**src/center_macros.svh**
```systemverilog
// ================================================
// shared sizing constants for the centre block
// include in any file that sizes ports or storage
// ================================================
`ifndef CENTER_MACROS_SVH
`define CENTER_MACROS_SVH

// event payload widths
`define DELTA_WIDTH      16
`define VERTEX_IDX_WIDTH 8
`define ROW_IDX_WIDTH    6

// lanes and bins
// one column per PE
`define COL_NUM          4
`define GEN_NUM          4
`define BIN_NUM          4
// bin number taken from vertex index bits upward from here
`define BIN_IDX_LSB      0

// buffering and drain limits
`define ROW_FIFO_DEPTH   4
`define BIN_FIFO_DEPTH   2
`define ROW_BUDGET       8

`endif

```
**src/center_pkg.sv**
```systemverilog
// ================================================
// event, row and index types for the centre block
// import with a wildcard in the module header
// ================================================
`include "center_macros.svh"

package center_pkg;

    typedef logic [`DELTA_WIDTH-1:0]      delta_t;
    typedef logic [`VERTEX_IDX_WIDTH-1:0] vertex_idx_t;
    typedef logic [`ROW_IDX_WIDTH-1:0]    row_idx_t;
    typedef logic [$clog2(`BIN_NUM)-1:0]  bin_idx_t;

    // one event as produced by a PE
    typedef struct packed {
        delta_t      delta;
        vertex_idx_t idx;
    } event_t;

    // all column deltas of one row, column 0 in the low bits
    typedef delta_t [`COL_NUM-1:0] row_delta_t;

    typedef struct packed {
        row_idx_t   idx;
        row_delta_t delta;
    } row_t;

endpackage

```
**src/event_fifo.sv**
```systemverilog
// ================================================
// small synchronous FIFO with valid/ready on both sides
// payload type set per instance, rows or bin events
// ================================================
`timescale 1ns/1ps

module event_fifo #(
    parameter type payload_t = logic [7:0],
    parameter int  DEPTH     = 2
) (
    input  logic     clk_i,
    input  logic     rst_n_i,
    input  logic     push_valid_i,
    input  payload_t push_data_i,
    output logic     push_ready_o,
    output logic     pop_valid_o,
    output payload_t pop_data_o,
    input  logic     pop_ready_i
);

    localparam int PTR_W = (DEPTH > 1) ? $clog2(DEPTH) : 1;
    localparam int CNT_W = $clog2(DEPTH + 1);

    payload_t               mem [DEPTH];
    logic     [PTR_W-1:0]   wr_ptr_q;
    logic     [PTR_W-1:0]   rd_ptr_q;
    logic     [CNT_W-1:0]   count_q;
    logic                   do_push;
    logic                   do_pop;

    // full blocks the push, empty drops valid
    assign push_ready_o = (count_q != CNT_W'(DEPTH));
    assign pop_valid_o  = (count_q != '0);
    assign pop_data_o   = mem[rd_ptr_q];

    assign do_push = push_valid_i && push_ready_o;
    assign do_pop  = pop_valid_o && pop_ready_i;

    // storage, written at the tail
    always_ff @(posedge clk_i) begin
        if (do_push) begin
            mem[wr_ptr_q] <= push_data_i;
        end
    end

    // pointers wrap at DEPTH
    always_ff @(posedge clk_i) begin
        if (!rst_n_i) begin
            wr_ptr_q <= '0;
            rd_ptr_q <= '0;
            count_q  <= '0;
        end else begin
            if (do_push) begin
                wr_ptr_q <= (wr_ptr_q == PTR_W'(DEPTH - 1)) ? '0 : wr_ptr_q + 1'b1;
            end
            if (do_pop) begin
                rd_ptr_q <= (rd_ptr_q == PTR_W'(DEPTH - 1)) ? '0 : rd_ptr_q + 1'b1;
            end
            // simultaneous push and pop keeps the count
            if (do_push && !do_pop) begin
                count_q <= count_q + 1'b1;
            end else if (do_pop && !do_push) begin
                count_q <= count_q - 1'b1;
            end
        end
    end

endmodule

```
**src/output_buffer.sv**
```systemverilog
// ================================================
// buffers drained rows and issues non-zero deltas
// column i goes straight to PE i
// ================================================
`timescale 1ns/1ps
`include "center_macros.svh"

module output_buffer
    import center_pkg::*;
(
    input  logic                             clk_i,
    input  logic                             rst_n_i,
    input  logic                             read_en_i,
    input  logic                             row_valid_i,
    input  row_idx_t                         row_idx_i,
    input  row_delta_t                       row_delta_i,
    output logic                             row_ready_o,
    output logic                             row_fire_o,
    output logic        [`COL_NUM-1:0]       pe_valid_o,
    output delta_t      [`COL_NUM-1:0]       pe_delta_o,
    output vertex_idx_t [`COL_NUM-1:0]       pe_idx_o,
    input  logic        [`COL_NUM-1:0]       pe_ready_i
);

    row_t                in_row;
    row_t                head_row;
    logic                head_valid;
    logic                head_pop;
    logic                fifo_ready;
    logic                push_valid;
    logic [`COL_NUM-1:0] nz_mask;
    logic [`COL_NUM-1:0] sent_q;
    logic [`COL_NUM-1:0] lane_fire;

    assign in_row.idx   = row_idx_i;
    assign in_row.delta = row_delta_i;

    // rows only accepted during a drain
    assign push_valid  = row_valid_i && read_en_i;
    assign row_ready_o = read_en_i && fifo_ready;
    assign row_fire_o  = row_valid_i && row_ready_o;

    event_fifo #(
        .payload_t (row_t),
        .DEPTH     (`ROW_FIFO_DEPTH)
    ) u_row_fifo (
        .clk_i        (clk_i),
        .rst_n_i      (rst_n_i),
        .push_valid_i (push_valid),
        .push_data_i  (in_row),
        .push_ready_o (fifo_ready),
        .pop_valid_o  (head_valid),
        .pop_data_o   (head_row),
        .pop_ready_i  (head_pop)
    );

    // ================================================
    // per-lane issue from the head row
    // ================================================
    for (genvar i = 0; i < `COL_NUM; i++) begin : g_lane
        assign nz_mask[i]    = (head_row.delta[i] != '0);
        // zero columns are never issued
        assign pe_valid_o[i] = head_valid && nz_mask[i] && !sent_q[i];
        assign pe_delta_o[i] = head_row.delta[i];
        // vertex = row * columns + column
        assign pe_idx_o[i]   = vertex_idx_t'(head_row.idx) * vertex_idx_t'(`COL_NUM)
                             + vertex_idx_t'(i);
    end

    assign lane_fire = pe_valid_o & pe_ready_i;

    // pop once every non-zero lane has gone, all-zero rows pop at once
    assign head_pop = head_valid && (((sent_q | lane_fire) & nz_mask) == nz_mask);

    always_ff @(posedge clk_i) begin
        if (!rst_n_i) begin
            sent_q <= '0;
        end else if (head_pop) begin
            sent_q <= '0;
        end else begin
            sent_q <= sent_q | lane_fire;
        end
    end

endmodule

```
**config.mk**
```make
export PLATFORM = sky130hd
export DESIGN_NAME = output_buffer
export DESIGN_NICKNAME = d
export VERILOG_FILES = /design/src/center_pkg.sv /design/src/event_fifo.sv /design/src/output_buffer.sv
export VERILOG_INCLUDE_DIRS = /design/src
export SDC_FILE = /design/constraint.sdc
export NUM_CORES = 1
export LEC_CHECK = 0
export BUFFER_PORTS_ARGS = -buffer_cell sky130_fd_sc_hd__buf_2
export CAP_MARGIN = 20
export CORE_ASPECT_RATIO = 1.4
export CORE_MARGIN = 3
export CORE_UTILIZATION = 51
export CTS_CLUSTER_DIAMETER = 30
export DETAILED_ROUTE_END_ITERATION = 7
export PLACE_DENSITY = 0.76
export SLEW_MARGIN = 20
export SYNTH_ARGS = -nofsm -noshare
export SYNTH_HDL_FRONTEND = slang
export SYNTH_SLANG_ARGS = --single-unit
```
**constraint.sdc**
```tcl
create_clock -name clk_i -period 3.5 [get_ports clk_i]
set_input_delay 0 -clock clk_i [delete_from_list [all_inputs] [get_ports clk_i]]
set_output_delay 0 -clock clk_i [all_outputs]
set_load 0.01 [all_outputs]
```
==> qor.txt <==
hold_ws - 123 ps
layout cells sized above 1 - 45.1%
Yosys reg bits - 293
CTS tree - built
maximum VDD drop - 0.433 mV
via/cell ratio - 5.39
Post-Synthesis Cell Area - 0.0111 mm²
hold violation total from the final report - 0
Total Power - 9070 µW
status - complete, but fails checks
Worst slew margin - 62.6%
CTS clk-pin slew, worst paths - 60 ps
Synth Area in Simple Gates - 2.88%
EDFF count, synth - 280
Die Ht - 181 µm
fin crit period - 3530 ps
Routed WL - 24.5 mm
pin count of the biggest net entering global routing - 39
Root Driver - clkbuf_16
I/O Buffers - 171
share of power burned in registers - 44.1%
dpl cells - 935
IO Pins - 180
Clock Latency Late Sink - 520 ps
DRT Pass-1 Iters - 4
via count - 5,969
clock share of power - 46.1%
Final Wtd Congestion - 0.810
cell count after synthesis - 495
Crit Path Class - reg -> reg
CTS H-tree lvls - 2
Synth Flop Type - edfxtp_1
Core ar. - 0.0214 mm²
Final Max Slew Viols - 0
fmax - 284 MHz
Worst Hold Class - in -> reg
Post-synth ARST share - 0%
grt ovf - 0
DIE AREA - 0.0237 mm²
Final Setup Violations - 1
Routed Antenna Nets - 0
Psw - 2050 µW
Total Neg Setup Slack - -26.8 ps
average wire per standard cell - 22.1 µm
first-pass GRT wire length - 37.0 mm
Yosys cell types - 35
CP arrival - 3980 ps
CP Launch Type - flop
fraction of the mapped netlist area in adder cells - 0.854%
n_diodes - 0
combinational share of power - 9.8%
synthesis warning total - 0
post-route insts no fill - 1,108
xor/xnor share of the synthesized area - 0.157%
gr usage total - 20.7%
maximum fanout along the worst path - 7
Layout Skew - 18.8 ps
failing checks - negative setup slack
fin nets - 871
RSZ-0062 raised after global routing - true
Pint - 7020 µW
die width - 131 µm
Seq/Total Area, Yosys - 77.8%
Max-cap violations - 0
Mean Syn Cell Area - 22.5 µm²
# clock sinks - 293
area delta synth->final - 33.8%
Lkg Pwr - 0.00520 µW
# fillers - 1,297
compound-gate portion of the synthesized area - 0.595%
worst setup margin - -26.8 ps
Reg2Reg Depth - 14
Worst setup EP type - flop
Initial Util - 52.2%
DRC viols - 0
Worst Tran Pin Value - 561 ps
mux contribution to synthesized area - 14.5%
Hold Path Depth - 4
pwr dens - 609 mW/mm²
CTS buffer count - 40
Sw Share - 22.6%
Clock Tree Buf Depth - 3
antenna violations before repair - 0
final period utilization - 101%
largest family of logic cells by synthesized area - multiplexers
vias in the first global route - 6,521
hpwl dp - 14.4 mm
Placement Rows - 63
1st-iter DRT viols - 439
required time of the critical path - 3950 ps
==> worst paths after layout <==
check	startpoint	to	slack, ps
worst max-delay path	flop	u_row_fifo.count_q[2]	-30
worst max register to register	flop	u_row_fifo.count_q[2]	-30
worst min-delay path	row_valid_i	u_row_fifo.wr_ptr_q[1]	120
worst min register to register	u_row_fifo.rd_ptr_q[0]	flop	490
==> sequential cells by signal, indices dropped and copies added (netlist names), named ones only <==
| signal | cells |
|---|---|
| u_row_fifo.wr_ptr_q | 2 |
| sent_q | 4 |
| u_row_fifo.mem | 280 |
| u_row_fifo.count_q | 3 |
| u_row_fifo.rd_ptr_q | 2 |
==> through the flow <==
step	utilization (%)	cell area [µm²]	setup slack, ps
after floorplan	-	11200	55.9
after global placement	57.7	12300	-45.2
after detailed placement	57.7	12300	-202
after CTS	68.6	14700	0.0364
after global routing	69.8	14900	-165
final	69.8	14900	-26.8
==> cells in the mapped netlist, drive strengths merged (2+ instances only) <==
| cell | n | area share [%] |
|---|---|---|
| conb | 2 | 0.067 |
| nor4 | 16 | 0.90 |
| buf | 43 | 2.9 |
| and2 | 4 | 0.22 |
| dfxtp | 13 | 2.3 |
| mux4 | 70 | 14 |
| a31oi | 2 | 0.11 |
| inv | 6 | 0.20 |
| clkbuf | 2 | 0.067 |
| nor3b | 4 | 0.27 |
| and3 | 5 | 0.28 |
| ha | 6 | 0.67 |
| or3 | 2 | 0.11 |
| o21ai | 3 | 0.13 |
| and3b | 2 | 0.16 |
| nand2 | 7 | 0.24 |
| xnor2 | 2 | 0.16 |
| nor2 | 6 | 0.20 |
| nor3 | 3 | 0.13 |
| edfxtp | 280 | 75 |
| nor2b | 2 | 0.11 |
| a21oi | 3 | 0.13 |
| mux2i | 4 | 0.36 |
| nand4 | 2 | 0.11 |
==> cell usage in the layout (no fill, tap or decap), types with 7 or more instances in the layout <==
cell type      synthesis  final
edfxtp_1             280    280
buf_2                  6    171
dlygate4sd3_1          0     78
mux4_2                70     70
clkbuf_16              0     44
buf_4                 28     23
buf_12                 0     13
dfxtp_1               13     11
conb_1                 2      8
nand2_1                7      7
==> repair_timing <==
action                                 in CTS  in global routing
hold buffers                               78                  0
setup endpoints to repair                   1                  1
gates resized for setup                    15                  5
pin swaps                                   1                  8
gates cloned                                0                  2
endpoints found under the hold margin     293                  0
buffers inserted                            4                 17
==> metal layers <==
layer  vias to the layer above  GRT usage (%)  wire (µm)
met5                         -              0          0
met4                         0           7.78        792
met3                        52           4.23       1370
met2                       222           37.4      13600
met1                      3067           24.0       8770
li1                       2628              -          -
==> area by class of cell <==
type / instances / area [µm²] / share of cell area, %
Sequential cell: 293 / 8680 / 58.2
Multi-Input combinational cell: 157 / 2280 / 15.3
Timing Repair Buffer: 288 / 2150 / 14.4
Clock buffer: 45 / 1060 / 7.13
Tap cell: 292 / 365 / 2.45
Clock inverter: 27 / 355 / 2.38
Inverter: 6 / 22.5 / 0.151
==> cell families (layout without fill, tap and decap cells) <==
family | Yosys count | after routing
AO/OA/AOI/OAI | 11 | 11
flip-flops | 293 | 293
XOR/XNOR | 2 | 2
multiplexers | 74 | 74
buffers and inverters | 51 | 366
other | 2 | 8
AND/OR/NAND/NOR | 55 | 55
adder cells (fa/ha/maj) | 7 | 7
==> power by group through the flow <==
stage                     clock (µW)  sequential, µW  combinational [µW]
final                           4180            4000                 887
after global placement             0            4060                 707
after global routing            4390            4010                 954
after CTS                       4240            4000                 841
after detailed placement           0            4070                 731
after floorplan                    0            4070                 446
==> critical path, cell delays in order (launching register included) <==
cell      delay [ps]
dfxtp_4          380
buf_12           130
buf_4            110
mux4_2           540
nor4_4           320
buf_4            160
nand4_1          160
a22oi_1          200
and3_1           220
inv_2             40
ha_2             180
fa_2             340
xnor2_1          150
or3_4            380
a21boi_1         130
(Power assumes the default switching activity.)
